## src/design/sata_dma_defines.svh

```systemverilog
// shared widths, register map and command codes for the SATA DMA core
// memory side moves qwords, host side moves dwords

`ifndef SATA_DMA_DEFINES_SVH
`define SATA_DMA_DEFINES_SVH

`define DWORD_W             32
`define QWORD_W             64
`define CHUNK_ADDR_W        25      // address bits 31..7
`define QWORDS_PER_CHUNK    16      // 128 bytes per adapter command
`define CHUNKS_PER_SECTOR   4       // 512 byte sector

// register map
`define REG_ADDR_W          3
`define REG_MEM_ADDR        3'd0
`define REG_LBA             3'd1
`define REG_SECTOR_CNT      3'd2
`define REG_CONTROL         3'd3
`define REG_STATUS          3'd4

// host command codes
`define HOST_CMD_READ_DMA   2'd1    // device to memory
`define HOST_CMD_WRITE_DMA  2'd2    // memory to device

`define FIFO_DEPTH          8

`endif

```

## src/design/sata_dma_pkg.sv

```systemverilog
// SATA DMA types
// data words, chunk address, direction and sequencer states

`include "sata_dma_defines.svh"

package sata_dma_pkg;

    typedef logic [`DWORD_W-1:0]      dword_t;       // host side word
    typedef logic [`QWORD_W-1:0]      qword_t;       // memory side word
    typedef logic [`CHUNK_ADDR_W-1:0] chunk_addr_t;  // 128 byte granule

    // DIR_TO_MEM reads the device into memory
    typedef enum logic {
        DIR_TO_MEM   = 1'b0,
        DIR_FROM_MEM = 1'b1
    } dma_dir_t;

    typedef enum logic [2:0] {
        IDLE,
        HOST_CMD,   // waiting for the host to take the command
        ADP_CMD,    // chunk command to the memory adapter
        XFER,       // chunk data in flight
        FLUSH       // draining the datapath
    } dma_state_t;

endpackage

```

## src/design/sata_dma_ifs.sv

```systemverilog
// interfaces between the DMA register file, sequencer, host and adapter
// register block -> sequencer, sequencer -> host and sequencer -> adapter

`timescale 1ns/10ps

interface dma_req_if;
    sata_dma_pkg::dword_t   mem_address;
    sata_dma_pkg::dword_t   lba;
    sata_dma_pkg::dword_t   sector_cnt;
    sata_dma_pkg::dma_dir_t dir;
    logic                   dma_start;  // one cycle
    logic                   dma_done;   // one cycle

    modport initiator (output mem_address, lba, sector_cnt, dir, dma_start, input dma_done);
    modport target    (input mem_address, lba, sector_cnt, dir, dma_start, output dma_done);
endinterface

interface host_cmd_if;
    logic                 host_ready_for_cmd;
    logic                 host_new_cmd;
    logic [1:0]           host_cmd_type;
    sata_dma_pkg::dword_t host_sector_count;
    sata_dma_pkg::dword_t host_sector_addr;

    modport initiator (
        input  host_ready_for_cmd,
        output host_new_cmd, host_cmd_type, host_sector_count, host_sector_addr
    );
    modport target (
        output host_ready_for_cmd,
        input  host_new_cmd, host_cmd_type, host_sector_count, host_sector_addr
    );
endinterface

interface adp_cmd_if;
    logic                      adp_busy;
    sata_dma_pkg::chunk_addr_t adp_addr;
    logic                      adp_type;   // same encoding as dma_dir_t
    logic                      adp_val;

    modport initiator (input adp_busy, output adp_addr, adp_type, adp_val);
    modport target    (output adp_busy, input adp_addr, adp_type, adp_val);
endinterface

```

## src/design/dma_datapath.sv

```systemverilog
// DMA data path between 32 bit host and 64 bit memory sides
// to memory: dword pairs packed low half first into the qword FIFO
// from memory: each qword split into two dword FIFO entries

`timescale 1ns/10ps
`include "sata_dma_defines.svh"

module dma_datapath (
    input  logic                   sclk,
    input  logic                   reset,
    input  sata_dma_pkg::dma_dir_t dir,
    // host side
    input  sata_dma_pkg::dword_t   in_data,
    input  logic                   in_val,
    output logic                   in_busy,
    output sata_dma_pkg::dword_t   out_data,
    output logic                   out_val,
    input  logic                   out_busy,
    // memory side
    output sata_dma_pkg::qword_t   to_data,
    output logic                   to_val,
    input  logic                   to_ack,
    input  sata_dma_pkg::qword_t   from_data,
    input  logic                   from_val,
    output logic                   from_ack,
    // to the counter and sequencer
    output logic                   beat,
    output logic                   idle
);

    sata_dma_pkg::dword_t lo_dword;     // first dword of a pair
    logic                 lo_valid;
    sata_dma_pkg::dword_t hi_dword;     // upper half still to push
    logic                 hi_valid;
    logic                 in_take;
    logic                 from_take;
    logic                 q_full;
    logic                 q_empty;
    logic                 d_push;
    sata_dma_pkg::dword_t d_wdata;
    logic                 d_full;
    logic                 d_empty;

    // packer, a dword is always taken while the pair is incomplete
    assign in_busy = (dir != sata_dma_pkg::DIR_TO_MEM) || (lo_valid && q_full);
    assign in_take = in_val && !in_busy;

    always_ff @(posedge sclk) begin
        if (reset) lo_valid <= 1'b0;
        else if (in_take) lo_valid <= !lo_valid;
    end

    always_ff @(posedge sclk) begin
        if (in_take && !lo_valid) lo_dword <= in_data;
    end

    dma_fifo #(.T(sata_dma_pkg::qword_t)) i_qword_fifo (
        .sclk   (sclk),
        .reset  (reset),
        .push   (in_take && lo_valid),
        .wdata  ({in_data, lo_dword}),
        .pop    (to_val && to_ack),
        .rdata  (to_data),
        .full   (q_full),
        .empty  (q_empty)
    );

    assign to_val = !q_empty;

    // unpacker, low half goes straight in and the high half follows
    assign from_ack  = (dir == sata_dma_pkg::DIR_FROM_MEM) && !hi_valid && !d_full;
    assign from_take = from_val && from_ack;
    assign d_push    = from_take || (hi_valid && !d_full);
    assign d_wdata   = hi_valid ? hi_dword : from_data[`DWORD_W-1:0];

    always_ff @(posedge sclk) begin
        if (reset) hi_valid <= 1'b0;
        else if (from_take) hi_valid <= 1'b1;
        else if (!d_full) hi_valid <= 1'b0;
    end

    always_ff @(posedge sclk) begin
        if (from_take) hi_dword <= from_data[`QWORD_W-1:`DWORD_W];
    end

    dma_fifo #(.T(sata_dma_pkg::dword_t)) i_dword_fifo (
        .sclk   (sclk),
        .reset  (reset),
        .push   (d_push),
        .wdata  (d_wdata),
        .pop    (out_val && !out_busy),
        .rdata  (out_data),
        .full   (d_full),
        .empty  (d_empty)
    );

    assign out_val = !d_empty;

    assign beat = (to_val && to_ack) || from_take;
    assign idle = q_empty && d_empty && !lo_valid && !hi_valid;

endmodule

```

## src/design/dma_fifo.sv

```systemverilog
// synchronous FIFO, FIFO_DEPTH entries of any payload type
// first word shows on rdata while not empty

`timescale 1ns/10ps
`include "sata_dma_defines.svh"

module dma_fifo #(
    parameter type T = logic [31:0]
) (
    input  logic sclk,
    input  logic reset,
    input  logic push,
    input  T     wdata,
    input  logic pop,
    output T     rdata,
    output logic full,
    output logic empty
);

    localparam int AW = $clog2(`FIFO_DEPTH);

    T              mem [`FIFO_DEPTH];
    logic [AW-1:0] wr_ptr;
    logic [AW-1:0] rd_ptr;
    logic [AW:0]   count;
    logic          do_push;
    logic          do_pop;

    assign do_push = push && !full;
    assign do_pop  = pop && !empty;
    assign full    = (count == (AW+1)'(`FIFO_DEPTH));
    assign empty   = (count == '0);
    assign rdata   = mem[rd_ptr];

    always_ff @(posedge sclk) begin
        if (do_push) mem[wr_ptr] <= wdata;
    end

    always_ff @(posedge sclk) begin
        if (reset) begin
            wr_ptr <= '0;
            rd_ptr <= '0;
            count  <= '0;
        end else begin
            if (do_push) wr_ptr <= wr_ptr + 1'b1;
            if (do_pop) rd_ptr <= rd_ptr + 1'b1;
            count <= count + (AW+1)'(do_push) - (AW+1)'(do_pop);
        end
    end

endmodule

```

## src/design/dma_fsm.sv

```systemverilog
// DMA transfer sequencer
// one command to the SATA host, then one adapter command per 128 byte chunk,
// each waiting for the previous chunk's beats; done once the datapath drains

`timescale 1ns/10ps
`include "sata_dma_defines.svh"

module dma_fsm (
    input  logic            sclk,
    input  logic            reset,
    dma_req_if.target       req,
    host_cmd_if.initiator   host,
    adp_cmd_if.initiator    adp,
    input  logic            chunk_done,
    input  logic            xfer_last,
    input  logic            dp_idle,
    output logic            cnt_load
);

    sata_dma_pkg::dma_state_t  state;
    sata_dma_pkg::chunk_addr_t chunk_addr;
    sata_dma_pkg::dma_dir_t    dir_r;
    logic                      chunk_pend;  // chunk end seen before reaching XFER
    logic                      last_pend;
    logic                      chunk_hit;
    logic                      last_hit;
    logic                      start;

    assign start     = (state == sata_dma_pkg::IDLE) && req.dma_start;
    assign chunk_hit = chunk_done || chunk_pend;
    assign last_hit  = (chunk_done && xfer_last) || last_pend;
    assign cnt_load  = start;

    // handshakes follow the state directly
    assign host.host_new_cmd = (state == sata_dma_pkg::HOST_CMD) && host.host_ready_for_cmd;
    assign adp.adp_val       = (state == sata_dma_pkg::ADP_CMD) && !adp.adp_busy;
    assign adp.adp_addr      = chunk_addr;
    assign adp.adp_type      = dir_r;
    assign req.dma_done      = (state == sata_dma_pkg::FLUSH) && dp_idle;

    always_ff @(posedge sclk) begin
        if (reset) begin
            state      <= sata_dma_pkg::IDLE;
            chunk_pend <= 1'b0;
            last_pend  <= 1'b0;
        end else begin
            case (state)
                sata_dma_pkg::IDLE:
                    if (req.dma_start) state <= sata_dma_pkg::HOST_CMD;
                sata_dma_pkg::HOST_CMD:
                    if (host.host_new_cmd) state <= sata_dma_pkg::ADP_CMD;
                sata_dma_pkg::ADP_CMD:
                    if (adp.adp_val) state <= sata_dma_pkg::XFER;
                sata_dma_pkg::XFER:
                    if (chunk_hit) begin
                        state <= last_hit ? sata_dma_pkg::FLUSH : sata_dma_pkg::ADP_CMD;
                    end
                sata_dma_pkg::FLUSH:
                    if (dp_idle) state <= sata_dma_pkg::IDLE;
                default:
                    state <= sata_dma_pkg::IDLE;
            endcase

            // XFER consumes chunk ends itself
            if (state == sata_dma_pkg::XFER || state == sata_dma_pkg::IDLE) begin
                chunk_pend <= 1'b0;
                last_pend  <= 1'b0;
            end else if (chunk_done) begin
                chunk_pend <= 1'b1;
                last_pend  <= xfer_last;
            end
        end
    end

    // command fields captured at start
    always_ff @(posedge sclk) begin
        if (start) begin
            chunk_addr              <= req.mem_address[`DWORD_W-1:`DWORD_W-`CHUNK_ADDR_W];
            dir_r                   <= req.dir;
            host.host_sector_addr   <= req.lba;
            host.host_sector_count  <= req.sector_cnt;
            host.host_cmd_type      <= (req.dir == sata_dma_pkg::DIR_TO_MEM) ?
                                       `HOST_CMD_READ_DMA : `HOST_CMD_WRITE_DMA;
        end else if (state == sata_dma_pkg::XFER && chunk_hit) begin
            chunk_addr <= chunk_addr + 1'b1;    // next 128 bytes
        end
    end

endmodule

```

## src/design/dma_regs.sv

```systemverilog
// DMA register file
// memory address, LBA, sector count and control, plus busy/done status

`timescale 1ns/10ps
`include "sata_dma_defines.svh"

module dma_regs (
    input  logic                    sclk,
    input  logic                    reset,
    input  logic [`REG_ADDR_W-1:0]  reg_addr,
    input  sata_dma_pkg::dword_t    reg_wdata,
    input  logic                    reg_wen,
    input  logic                    reg_ren,
    output sata_dma_pkg::dword_t    reg_rdata,
    dma_req_if.initiator            req
);

    sata_dma_pkg::dword_t mem_address_r;
    sata_dma_pkg::dword_t lba_r;
    sata_dma_pkg::dword_t sector_cnt_r;
    sata_dma_pkg::dword_t control_r;    // bit 0 direction, bit 1 start
    sata_dma_pkg::dword_t rd_mux;
    logic                 busy;
    logic                 done;

    assign req.mem_address = mem_address_r;
    assign req.lba         = lba_r;
    assign req.sector_cnt  = sector_cnt_r;
    assign req.dir         = sata_dma_pkg::dma_dir_t'(control_r[0]);

    always_ff @(posedge sclk) begin
        if (reset) begin
            mem_address_r <= '0;
            lba_r         <= '0;
            sector_cnt_r  <= '0;
            control_r     <= '0;
            req.dma_start <= 1'b0;
            busy          <= 1'b0;
            done          <= 1'b0;
        end else begin
            // start goes out the cycle after the control write
            req.dma_start <= reg_wen && (reg_addr == `REG_CONTROL) && reg_wdata[1];
            if (reg_wen) begin
                case (reg_addr)
                    `REG_MEM_ADDR:   mem_address_r <= reg_wdata;
                    `REG_LBA:        lba_r         <= reg_wdata;
                    `REG_SECTOR_CNT: sector_cnt_r  <= reg_wdata;
                    `REG_CONTROL:    control_r     <= reg_wdata;
                    default: ;      // status is read only
                endcase
            end
            if (req.dma_start) begin
                busy <= 1'b1;
                done <= 1'b0;
            end else if (req.dma_done) begin
                busy <= 1'b0;
                done <= 1'b1;
            end
        end
    end

    always_comb begin
        case (reg_addr)
            `REG_MEM_ADDR:   rd_mux = mem_address_r;
            `REG_LBA:        rd_mux = lba_r;
            `REG_SECTOR_CNT: rd_mux = sector_cnt_r;
            `REG_CONTROL:    rd_mux = control_r;
            `REG_STATUS:     rd_mux = sata_dma_pkg::dword_t'({done, busy});
            default:         rd_mux = '0;
        endcase
    end

    always_ff @(posedge sclk) begin
        if (reg_ren) reg_rdata <= rd_mux;   // valid one cycle after ren
    end

endmodule

```

## src/design/dma_xfer_counter.sv

```systemverilog
// beat and chunk counter
// counts memory side qwords per chunk and the chunks left in a transfer

`timescale 1ns/10ps
`include "sata_dma_defines.svh"

module dma_xfer_counter (
    input  logic                 sclk,
    input  logic                 reset,
    input  logic                 load,
    input  sata_dma_pkg::dword_t sector_cnt,
    input  logic                 beat,
    output logic                 chunk_done,
    output logic                 xfer_last
);

    localparam int BEAT_W = $clog2(`QWORDS_PER_CHUNK);

    logic [BEAT_W-1:0]    beat_cnt;
    sata_dma_pkg::dword_t chunks_left;

    assign chunk_done = beat && (beat_cnt == BEAT_W'(`QWORDS_PER_CHUNK - 1));
    assign xfer_last  = (chunks_left == 32'd1);     // current chunk is the final one

    always_ff @(posedge sclk) begin
        if (reset) begin
            beat_cnt    <= '0;
            chunks_left <= '0;
        end else if (load) begin
            beat_cnt    <= '0;
            chunks_left <= sata_dma_pkg::dword_t'(sector_cnt * `CHUNKS_PER_SECTOR);
        end else begin
            if (beat) beat_cnt <= beat_cnt + 1'b1;  // wraps at chunk end
            if (chunk_done && chunks_left != '0) chunks_left <= chunks_left - 1'b1;
        end
    end

endmodule

```

## src/design/sata_dma_top.sv

```systemverilog
// SATA DMA core top level
// register port, host and adapter command ports, and the four data ports

`timescale 1ns/10ps
`include "sata_dma_defines.svh"

module sata_dma_top (
    input  logic                      sclk,
    input  logic                      reset,
    // register port
    input  logic [`REG_ADDR_W-1:0]    reg_addr,
    input  sata_dma_pkg::dword_t      reg_wdata,
    input  logic                      reg_wen,
    input  logic                      reg_ren,
    output sata_dma_pkg::dword_t      reg_rdata,
    // sata host command
    input  logic                      host_ready_for_cmd,
    output logic                      host_new_cmd,
    output logic [1:0]                host_cmd_type,
    output sata_dma_pkg::dword_t      host_sector_count,
    output sata_dma_pkg::dword_t      host_sector_addr,
    // memory adapter command
    input  logic                      adp_busy,
    output sata_dma_pkg::chunk_addr_t adp_addr,
    output logic                      adp_type,
    output logic                      adp_val,
    // data
    output sata_dma_pkg::qword_t      to_data,
    output logic                      to_val,
    input  logic                      to_ack,
    input  sata_dma_pkg::qword_t      from_data,
    input  logic                      from_val,
    output logic                      from_ack,
    input  sata_dma_pkg::dword_t      in_data,
    input  logic                      in_val,
    output logic                      in_busy,
    output sata_dma_pkg::dword_t      out_data,
    output logic                      out_val,
    input  logic                      out_busy
);

    dma_req_if  req_if ();
    host_cmd_if host_if ();
    adp_cmd_if  adp_if ();

    logic chunk_done;
    logic xfer_last;
    logic dp_idle;
    logic cnt_load;
    logic beat;

    assign host_if.host_ready_for_cmd = host_ready_for_cmd;
    assign host_new_cmd               = host_if.host_new_cmd;
    assign host_cmd_type              = host_if.host_cmd_type;
    assign host_sector_count          = host_if.host_sector_count;
    assign host_sector_addr           = host_if.host_sector_addr;

    assign adp_if.adp_busy = adp_busy;
    assign adp_addr        = adp_if.adp_addr;
    assign adp_type        = adp_if.adp_type;
    assign adp_val         = adp_if.adp_val;

    dma_regs i_dma_regs (
        .sclk       (sclk),
        .reset      (reset),
        .reg_addr   (reg_addr),
        .reg_wdata  (reg_wdata),
        .reg_wen    (reg_wen),
        .reg_ren    (reg_ren),
        .reg_rdata  (reg_rdata),
        .req        (req_if.initiator)
    );

    dma_fsm i_dma_fsm (
        .sclk       (sclk),
        .reset      (reset),
        .req        (req_if.target),
        .host       (host_if.initiator),
        .adp        (adp_if.initiator),
        .chunk_done (chunk_done),
        .xfer_last  (xfer_last),
        .dp_idle    (dp_idle),
        .cnt_load   (cnt_load)
    );

    dma_xfer_counter i_dma_xfer_counter (
        .sclk       (sclk),
        .reset      (reset),
        .load       (cnt_load),
        .sector_cnt (req_if.sector_cnt),
        .beat       (beat),
        .chunk_done (chunk_done),
        .xfer_last  (xfer_last)
    );

    dma_datapath i_dma_datapath (
        .sclk       (sclk),
        .reset      (reset),
        .dir        (req_if.dir),
        .in_data    (in_data),
        .in_val     (in_val),
        .in_busy    (in_busy),
        .out_data   (out_data),
        .out_val    (out_val),
        .out_busy   (out_busy),
        .to_data    (to_data),
        .to_val     (to_val),
        .to_ack     (to_ack),
        .from_data  (from_data),
        .from_val   (from_val),
        .from_ack   (from_ack),
        .beat       (beat),
        .idle       (dp_idle)
    );

endmodule

```

## config.mk

```make
export PLATFORM = sky130hd
export DESIGN_NAME = sata_dma_top
export DESIGN_NICKNAME = d
export VERILOG_FILES = /design/src/design/sata_dma_pkg.sv /design/src/design/sata_dma_ifs.sv /design/src/design/dma_datapath.sv /design/src/design/dma_fifo.sv /design/src/design/dma_fsm.sv /design/src/design/dma_regs.sv /design/src/design/dma_xfer_counter.sv /design/src/design/sata_dma_top.sv
export VERILOG_INCLUDE_DIRS = /design/src /design/src/design
export SDC_FILE = /design/constraint.sdc
export NUM_CORES = 1
export LEC_CHECK = 0
export BUFFER_PORTS_ARGS = -buffer_cell sky130_fd_sc_hd__buf_2
export CAP_MARGIN = 20
export CORE_ASPECT_RATIO = 0.6
export CORE_MARGIN = 8
export CORE_UTILIZATION = 60
export CTS_BUF_LIST = sky130_fd_sc_hd__clkbuf_4
export CTS_CLUSTER_SIZE = 30
export DETAILED_ROUTE_END_ITERATION = 8
export GPL_ROUTABILITY_DRIVEN = 0
export GPL_TIMING_DRIVEN = 0
export PLACE_DENSITY = 0.8
export RECOVER_POWER = 100
export SLEW_MARGIN = 5
export SYNTH_ARGS = -nofsm -noshare
export SYNTH_HDL_FRONTEND = slang
export SYNTH_SLANG_ARGS = --single-unit
```

## constraint.sdc

```tcl
create_clock -name sclk -period 9.4 [get_ports sclk]
set_input_delay 1.88 -clock sclk [delete_from_list [all_inputs] [get_ports sclk]]
set_output_delay 1.88 -clock sclk [all_outputs]
set_load 0.1 [all_outputs]
```

Word-level counts from Yosys, hierarchy flattened
Memories as Yosys holds them, arrays and structs flattened. A register that Yosys moved wholly into a read port is not among the register bits.
Cells that the tools add are included.
{ "classes": {"addsub": 11, "muxes": 26, "n_reduce_logical": 58, "n_eq_ne": 18} }
{ "op_table": {"columns": ["op", "count"], "rows": [
  ["one-hot mux 32 bit (5 select lines)", 1],
  ["two-way mux 32 bit", 3],
  ["two-way mux 25 bit", 2],
  ["equality test 32 x 1 -> 1 bit, second input constant", 1],
  ["nonzero test 32 bit", 1],
  ["subtractor 32 x 1 -> 32 bit, second input constant", 1],
  ["two-way mux 3 bit", 10],
  ["logical AND 1 bit", 27],
  ["adder 25 x 1 -> 25 bit, second input constant", 1],
  ["one-hot mux 3 bit (5 select lines)", 1],
  ["adder 3 x 1 -> 3 bit, second input constant", 4],
  ["equality test 3 x 2 -> 1 bit, second input constant", 4],
  ["equality test 4 bit, second input constant", 3],
  ["zero test 1 bit", 9],
  ["adder 4 x 1 -> 4 bit", 2],
  ["zero test 4 bit", 2],
  ["two-way mux 1 bit", 8],
  ["AND reduction 2 bit", 4],
  ["subtractor 4 x 1 -> 4 bit", 2],
  ["equality test 3 x 1 -> 1 bit, second input constant", 2],
  ["equality test 3 bit, second input constant", 2],
  ["zero test 3 bit", 2],
  ["logical OR 1 bit", 6],
  ["!= test 2 x 1 -> 1 bit, second input constant", 3],
  ["6 further kinds", 12]
]} }
{ "word_totals": {"n_memories": 2, "wordCells": 144, "register_bits": 382, "out_inout_bits": 226, "mem_bits_rw": 768} }
{ "mem_list": {"columns": ["name", "depth", "width", "rd", "rd_clocked_by_memory_dff", "wr", "line_no", "rtl"], "rows": [
  ["i_dma_datapath.i_qword_fifo.mem", 8, 64, 1, 1, 1, "dma_fifo.sv:22", "T mem [`FIFO_DEPTH];"],
  ["i_dma_datapath.i_dword_fifo.mem", 8, 32, 1, 1, 1, "dma_fifo.sv:22", null]
]} }

Logic depth before layout (Yosys ltp)
Gate-level depths: netlist of the first run.
{ "logic_depth": {"depth_word": 11, "ltp_mapped": 14, "mapped_depth_nobuf": 14} }

Modules after synthesis
From an unflattened synthesis of the first run, not the netlist that was laid out.
{ "hier_totals": {"cells_unflattened": 2595, "hier_area_um2": 45423.6} }
{ "modules_own_cells": {"columns": ["mod", "n_inst", "cells_per_inst", "area_each_um2"], "rows": [
  ["dma_fifo (i_dma_datapath.i_qword_fifo)", 1, 820, 19915.4],
  ["dma_fifo (i_dma_datapath.i_dword_fifo)", 1, 451, 10473.8],
  ["dma_regs", 1, 689, 6652.6],
  ["dma_fsm", 1, 258, 3776.1],
  ["dma_datapath", 1, 120, 2488.6],
  ["dma_xfer_counter", 1, 257, 2117.0]
]} }

Least setup slack after synthesis of the first run
OpenSTA, ideal clock, no wires.
{ "synth_path": {"kind": "input to register", "from": "in in_val", "to": "mem i_dma_datapath.i_qword_fifo.mem[0][0] (netlist name), enable pin", "stages": 5, "setup_time_ns": 0.565, "setup_slack_ns": 1.962, "path_buffers": 1, "arrival_time_ns": 6.873, "cell_sequence": "nor2b_1 and3_1 clkbuf_1 nand2b_1 nor3_1"} }
{ "synth_between": {"elab_chain_len": 5} }
{ "synth_lines": {"columns": ["item", "line_no", "rtl"], "rows": [
  ["start: declaration", "sata_dma_top.sv:35", "input logic in_val,"],
  ["logical AND 1 bit", "dma_datapath.sv:46", "assign in_take = in_val && !in_busy;"],
  ["logical AND 1 bit", "dma_datapath.sv:60", ".push (in_take && lo_valid),"],
  ["logical AND 1 bit", "dma_fifo.sv:29", "assign do_push = push && !full;"],
  ["two-way mux 1 bit", "dma_fifo.sv:36", "if (do_push) mem[wr_ptr] <= wdata;"],
  ["two-way mux 1 bit (not written as such)", "dma_fifo.sv:36", null],
  ["end: declaration", "dma_fifo.sv:22", null]
]} }
No other way between the ends.

==> impl_metrics.tcl, run 1 <==
set metrics [dict create \
    status "finished, violations left" \
    violations "capacitance limit, slew limit" \
    grt-ovfl-total 0 \
    numCtsBuffers 240 \
    path_class "reg2out" \
    powerDensity_mw_per_mm2 252.5 \
    ant_nets 0 \
    setup_viol 0 \
    pin_count 367 \
    syn-num-nets 2719 \
    clock.fmax_ghz 0.1569 \
    maxCapViolCount 18 \
    synth_edf_count 955 \
    start_util 0.6041 \
    synth_area_mm2 0.04429 \
    arrival_ps 4500 \
    h-tree-depth 4 \
    critical_path.max_fanout 10 \
    dp_slack_ps 4299 \
    first_global_vias 27180 \
    hold_path_depth 2 \
    die_h_um 226.5 \
    peakVddDrop_mv 0.2079 \
    row_count 77 \
    cellLeakagePower_uw 0.01622 \
    clock_skew_ps 63.90 \
    synthCells 2555 \
    ys_seq_elements 1155 \
    slew_headroom -0.7543 \
    worst_slack_ps 3025 \
    cp-end-kind "output pin" \
    synth_area_per_cell_um2 17.34 \
    synth_ff_type "edfxtp_1" \
    io_buffers 364 \
    dr.pass1.iters 6 \
    synthToLayoutAreaGrowth_pct 13.99 \
    fin_area_mm2 0.05049 \
    period_share 0.6782 \
    path_clk_slew_ps 70 \
    hpwlAfterDp_um 73830 \
    cts_tree "built" \
    reg2regPathDepth 8 \
    grt_start_max_net_pins 44 \
    cts_root_buffer "clkbuf_4" \
    synth_cell_types 62 \
    hold_violations 0 \
    clock_sinks 1155 \
    grt_setup_unrepaired "no" \
    slew_violations 460 \
    die_w_um 366.8 \
    nets 3380 \
    vias_per_cell 6.037 \
    crit_path_start_kind "register" \
    cts_buffer_depth 3 \
    postCtsSetupBuffers 0 \
    coreArea_mm2 0.07332 \
    tns_ps 0 \
    clk_latency_ps 1170 \
    cts_hold_repair.buffers 0 \
    wire_per_inst_um 24.71 \
    gr-usage-all-layers 0.2564 \
    fin_crit_ps 6375 \
    routed_wirelength_um 108900 \
    drive_gt1_frac 0.2416 \
    min_path_type "reg2reg" \
    async_flop_share 0 \
    drtIter0Drc 2867 \
    critPathRequiredTime_ps 7520 \
    die-area_mm2 0.08305 \
    yosysSeqAreaShare 0.7379 \
    antenna_found_initial 10 \
    fillCellCount 4710 \
    vias 26610 \
    worst_slew_pin_slew_ps 2632 \
    grt_first_pass_wirelength_um 161800 \
    drc_errors 0 \
    yosysWarnings 0 \
    placed_cell_area_mm2 0.04828 \
    post_cts_resized 0 \
]
## state kept, by name, summed over array words and instances, names as in the netlist, 4 cells and up, named ones only
signal and cells:
i_dma_datapath.i_qword_fifo.mem 512, i_dma_datapath.i_dword_fifo.mem 256, i_dma_datapath.hi_dword 32, i_dma_datapath.lo_dword 32, i_dma_fsm.host.host_sector_addr 32, i_dma_fsm.host.host_sector_count 32
i_dma_regs.control_r 32, i_dma_regs.reg_rdata 32, i_dma_regs.req.lba 32, i_dma_regs.req.mem_address 32, i_dma_regs.req.sector_cnt 32, i_dma_xfer_counter.chunks_left 32
i_dma_fsm.adp.adp_addr 25, i_dma_datapath.i_dword_fifo.count 4, i_dma_datapath.i_qword_fifo.count 4, i_dma_xfer_counter.beat_cnt 4
## critical path, cell delays in order, from the launching register on
cell and delay, ps:
dfxtp_1 350, clkbuf_1 760, clkbuf_1 790, mux4_2 390, mux2_2 150, clkbuf_1 910
## cells in the mapped netlist (all sizes together) (2+ instances only)
cell type,number,area (µm²)
edfxtp,955,28680
nand2,322,1209
dfxtp,200,4004
mux4,192,4324
a21oi,143,715.7
mux2,130,1464
clkbuf,118,476.7
nor2,87,326.6
xnor2,36,315.3
a221o,30,300.3
a22o,30,262.8
buf,27,130.1
o21ai,27,135.1
a211oi,25,187.7
xor2,24,210.2
nor3,22,110.1
ha,21,262.8
nor4,21,131.4
inv,20,75.07
or4,14,111.4
nand3,12,60.06
nand2b,11,68.82
nor2b,8,50.05
a311oi,7,61.31
or3,7,48.80
and2,6,37.54
nor4b,6,67.56
and3,5,32.53
nand4,5,31.28
o31ai,5,37.54
a22oi,4,30.03
nor3b,4,30.03
or2,4,25.02
and4,3,26.28
mux2i,3,30.03
a21o,2,15.01
fa,2,40.04
nand3b,2,15.01
nand4b,2,17.52
nand4bb,2,38.79
o22ai,2,12.51
or4b,2,23.77
## per-layer routing
layer / vias to the layer above / GRT usage / share of wire
li1: 11460 / - / -
met1: 13280 / 0.3440 / 0.40
met2: 1612 / 0.4034 / 0.47
met3: 251 / 0.07947 / 0.11
met4: 6 / 0.08713 / 0.028
met5: - / 0 / 0.00038
## placed cells by master, fill, tap and decap left out, types with 24 or more instances in the layout
cell / count
edfxtp_1: 955
clkbuf_1: 430
clkbuf_4: 370
nand2_1: 322
dfxtp_1: 200
mux4_2: 192
a21oi_1: 143
buf_2: 118
mux2_2: 98
nor2_1: 87
clkinv_1: 43
xnor2_1: 36
mux2_1: 32
a22o_1: 30
a221o_1: 30
o21ai_0: 27
a211oi_1: 25
xor2_1: 24
## through the flow
stage / hold WS [ps] / power, µW / std cells / util
global route: 479.1 / 13220 / 4404 / 0.6885
detailed placement: 446.6 / 9064 / 3955 / 0.6585
global placement: 439.5 / 8994 / 3906 / 0.6458
CTS: 458.8 / 12870 / 4388 / 0.7021
floorplan: 430.4 / 8389 / 2555 / -
finish: 457.4 / 12750 / 4407 / 0.6886
## path summary, 6_finish.rpt
kind	start	to	slack, ps
setup / recovery	register	to_data[43]	3020
hold / removal	i_dma_regs.control_r[30]	i_dma_regs.control_r[30]	460
setup reg to reg	i_dma_datapath.hi_valid	i_dma_datapath.i_dword_fifo.mem[2][19]	3620
hold reg to reg	i_dma_regs.control_r[30]	i_dma_regs.control_r[30]	460
## power by group
group	leakage, µW	switching [µW]	internal [µW]
Clock	0.00190	1890	1950
Combinational	0.00413	2310	897
Sequential	0.0102	70.5	5640
## cells by family after synthesis
| family | count (synthesis) | synth area share |
|---|---|---|
| DFF | 1155 | 0.7379 |
| and+or+nand+nor | 547 | 0.05599 |
| muxes | 325 | 0.1314 |
| AOI/OAI and AO/OA | 279 | 0.04045 |
| buffers and inverters | 166 | 0.01565 |
| xor gates and xnor gates | 60 | 0.01186 |
| adders and majority gates | 23 | 0.006836 |
## area by class of cell
| type | count | area [µm²] | area share |
|---|---|---|---|
| plain buffers | 146 | 601.8 | 0.01192 |
| repair buffers | 419 | 1764 | 0.03494 |
| flip-flops and latches | 1155 | 32680 | 0.6473 |
| well taps | 987 | 1235 | 0.02446 |
| inverters | 20 | 75.07 | 0.001487 |
| multi-input cells | 1234 | 10900 | 0.2159 |
| clock inverters | 64 | 430.4 | 0.008525 |
| diodes | 13 | 32.53 | 0.0006443 |
| clock buffers | 369 | 2770 | 0.05487 |
Note: power is estimated with default switching activity, not from simulation.
==> run 2, diff against run 1 <==
- CORE_UTILIZATION: 60 -> 56
- PLACE_DENSITY: 0.8 -> 0.78
- clock period: 9.4 -> 5.5 ns (I/O delays scaled with it)
==> run 2 against run 1 <==
Net effect: the run still ends with capacitance limit, slew limit left; sequential cell count is the same; total power rose by 73%; clock power is 77% higher; die area is 6.7% higher; core utilization shrank 4.2 points; largest power group unchanged; cell count rose by 2.0%; global-route usage is 0.90 points lower; worst hold slack got worse by 280 ps.
==> impl_metrics.tcl, run 2 (same netlist as run 1, synthesis figures left out) <==
set metrics [dict create \
    placed_cell_area_mm2 0.04829 \
    nets 3411 \
    multi_input_area_mm2 0.01089 \
    clock.fmax_ghz 0.1921 \
    final_common_cell "edfxtp_1" \
    gr-usage-all-layers 0.2474 \
    row_count 80 \
    post-route-util 0.6462 \
    top_register "i_dma_datapath.i_qword_fifo.mem" \
    fin_area_mm2 0.05097 \
    arrival_ps 4100 \
    grt_setup_unrepaired "no" \
    dp_slack_ps 1286 \
    period_share 0.9463 \
    antenna_found_initial 11 \
    path_class "reg2out" \
    io_buffers 364 \
    ant_nets 0 \
    status "finished, violations left" \
    path_clk_slew_ps 70 \
    worst_slack_ps 295.4 \
    drtIter0Drc 3222 \
    holdCritStartpoint "from_data[58]" \
    clk_latency_ps 1140 \
    coreArea_mm2 0.07888 \
    powerDensity_mw_per_mm2 433.2 \
    ff_latch_area_mm2 0.03268 \
    postCtsSetupBuffers 0 \
    worst_slew_pin_slew_ps 2339 \
    fillCellCount 5464 \
    numCtsBuffers 280 \
    internal-power_uw 14780 \
    min_path_type "in2reg" \
    cts_buffer_depth 4 \
    p_sw_uw 7303 \
    cp-end-kind "output pin" \
    top_regs "i_dma_datapath.i_qword_fifo.mem: 512 flops, i_dma_datapath.i_dword_fifo.mem: 256 flops" \
    die_w_um 379.1 \
    wire_per_inst_um 24.86 \
    swShare 0.3308 \
    r2r_start "i_dma_regs.control_r[0]" \
    synthToLayoutAreaGrowth_pct 15.07 \
    drive_gt1_frac 0.2785 \
    pin_count 367 \
    drc_errors 0 \
    vias_per_cell 5.974 \
    fin_crit_ps 5205 \
    dr.pass1.iters 6 \
    mostFrequentLayoutCells "edfxtp_1 (955), clkbuf_4 (411), nand2_1 (322)" \
    setup_viol 0 \
    start_util 0.5615 \
    largest_reg_flops 512 \
    hpwlAfterDp_um 76270 \
    power_uw 22080 \
    vias 26840 \
    h-tree-depth 5 \
    crit_path_start_kind "register" \
    hold_violations 0 \
    pwr-share-clk 0.308 \
    clock_sinks 1155 \
    hold_path_depth 1 \
    critical_path.max_fanout 10 \
    die-area_mm2 0.08864 \
    reg2regPathDepth 7 \
    first_global_vias 27440 \
    violations "capacitance limit, slew limit" \
    clock_skew_ps 122.5 \
    grt_start_max_net_pins 53 \
    peakVddDrop_mv 0.4820 \
    slew_headroom -0.5590 \
    critPathRequiredTime_ps 4400 \
    cts_tree "built" \
    maxCapViolCount 18 \
    hold_ws_ps 179.3 \
    cts_root_buffer "clkbuf_4" \
    die_h_um 233.8 \
    routed_wirelength_um 111700 \
    grt_first_pass_wirelength_um 163700 \
    cellLeakagePower_uw 0.01666 \
    slew_violations 450 \
    combPwrFrac 0.250 \
    seq_power_share 0.442 \
    grt-ovfl-total 0 \
]
run 2: cell types whose count changed in the layout (fill, tap and decap cells not counted), sizes merged:
cell / change
clkbuf: +9
diode: -1
buf: +16
clkinv: -14
inv: -4
dlygate4sd3: +7
clkinvlp: -4
bufinv: -2
run 2: final timing paths:
kind,end,slack [ps]
setup reg to reg,i_dma_datapath.i_qword_fifo.mem[4][27],400
setup / recovery,to_data[2],300
hold / removal,i_dma_datapath.hi_dword[26],180
hold reg to reg,i_dma_fsm.host.host_sector_addr[28],450
run 2: critical path, cell delays in order, from the launching register on:
cell and delay [ps]:
dfxtp_1 330, clkbuf_1 620, clkbuf_1 800, mux4_2 610
mux2_2 290, clkbuf_2 400
run 2: layout make-up:
type                            count  share of cell area
Timing Repair Buffer              410             0.03947
Inverter                           20            0.001473
Antenna cell                       12           0.0005892
Tap cell                         1066             0.02617
Multi-Input combinational cell   1234              0.2137
Clock buffer                      410             0.06039
Sequential cell                  1155              0.6412
Clock inverter                     40            0.005155
Buffer                            146             0.01183
run 2: per-stage QoR:
| step | std cells | setup TNS [ps] |
|---|---|---|
| after global placement | 3985 | -1221370 |
| after CTS | 4478 | 0 |
| final | 4493 | 0 |
| after detailed placement | 4021 | 0 |
| after global routing | 4489 | 0 |
| after floorplan | 2555 | 0 |
run 2: power by group through the flow:
stage / Clock [µW] / Combinational (µW) / Sequential, µW
after floorplan: 0 / 4320 / 10000
after global placement: 0 / 5470 / 9930
after detailed placement: 0 / 5580 / 9940
after CTS: 6960 / 5610 / 9750
after global routing: 7350 / 5760 / 9770
final: 6810 / 5520 / 9750
run 2: metal layers:
layer	wire, µm	vias up	share of wire	global-route usage
met3	13410	273	0.12	0.07964
met5	40	-	0.00036	0
met4	3577	6	0.032	0.1047
met2	51150	1651	0.46	0.3747
met1	43510	13420	0.39	0.3330
li1	-	11500	-	-
run 2: what timing repair did:
action	in CTS	in global routing
hold endpoints to repair	7	0
gates resized for setup	0	2
hold buffers	7	0
endpoints found under the setup margin	0	1
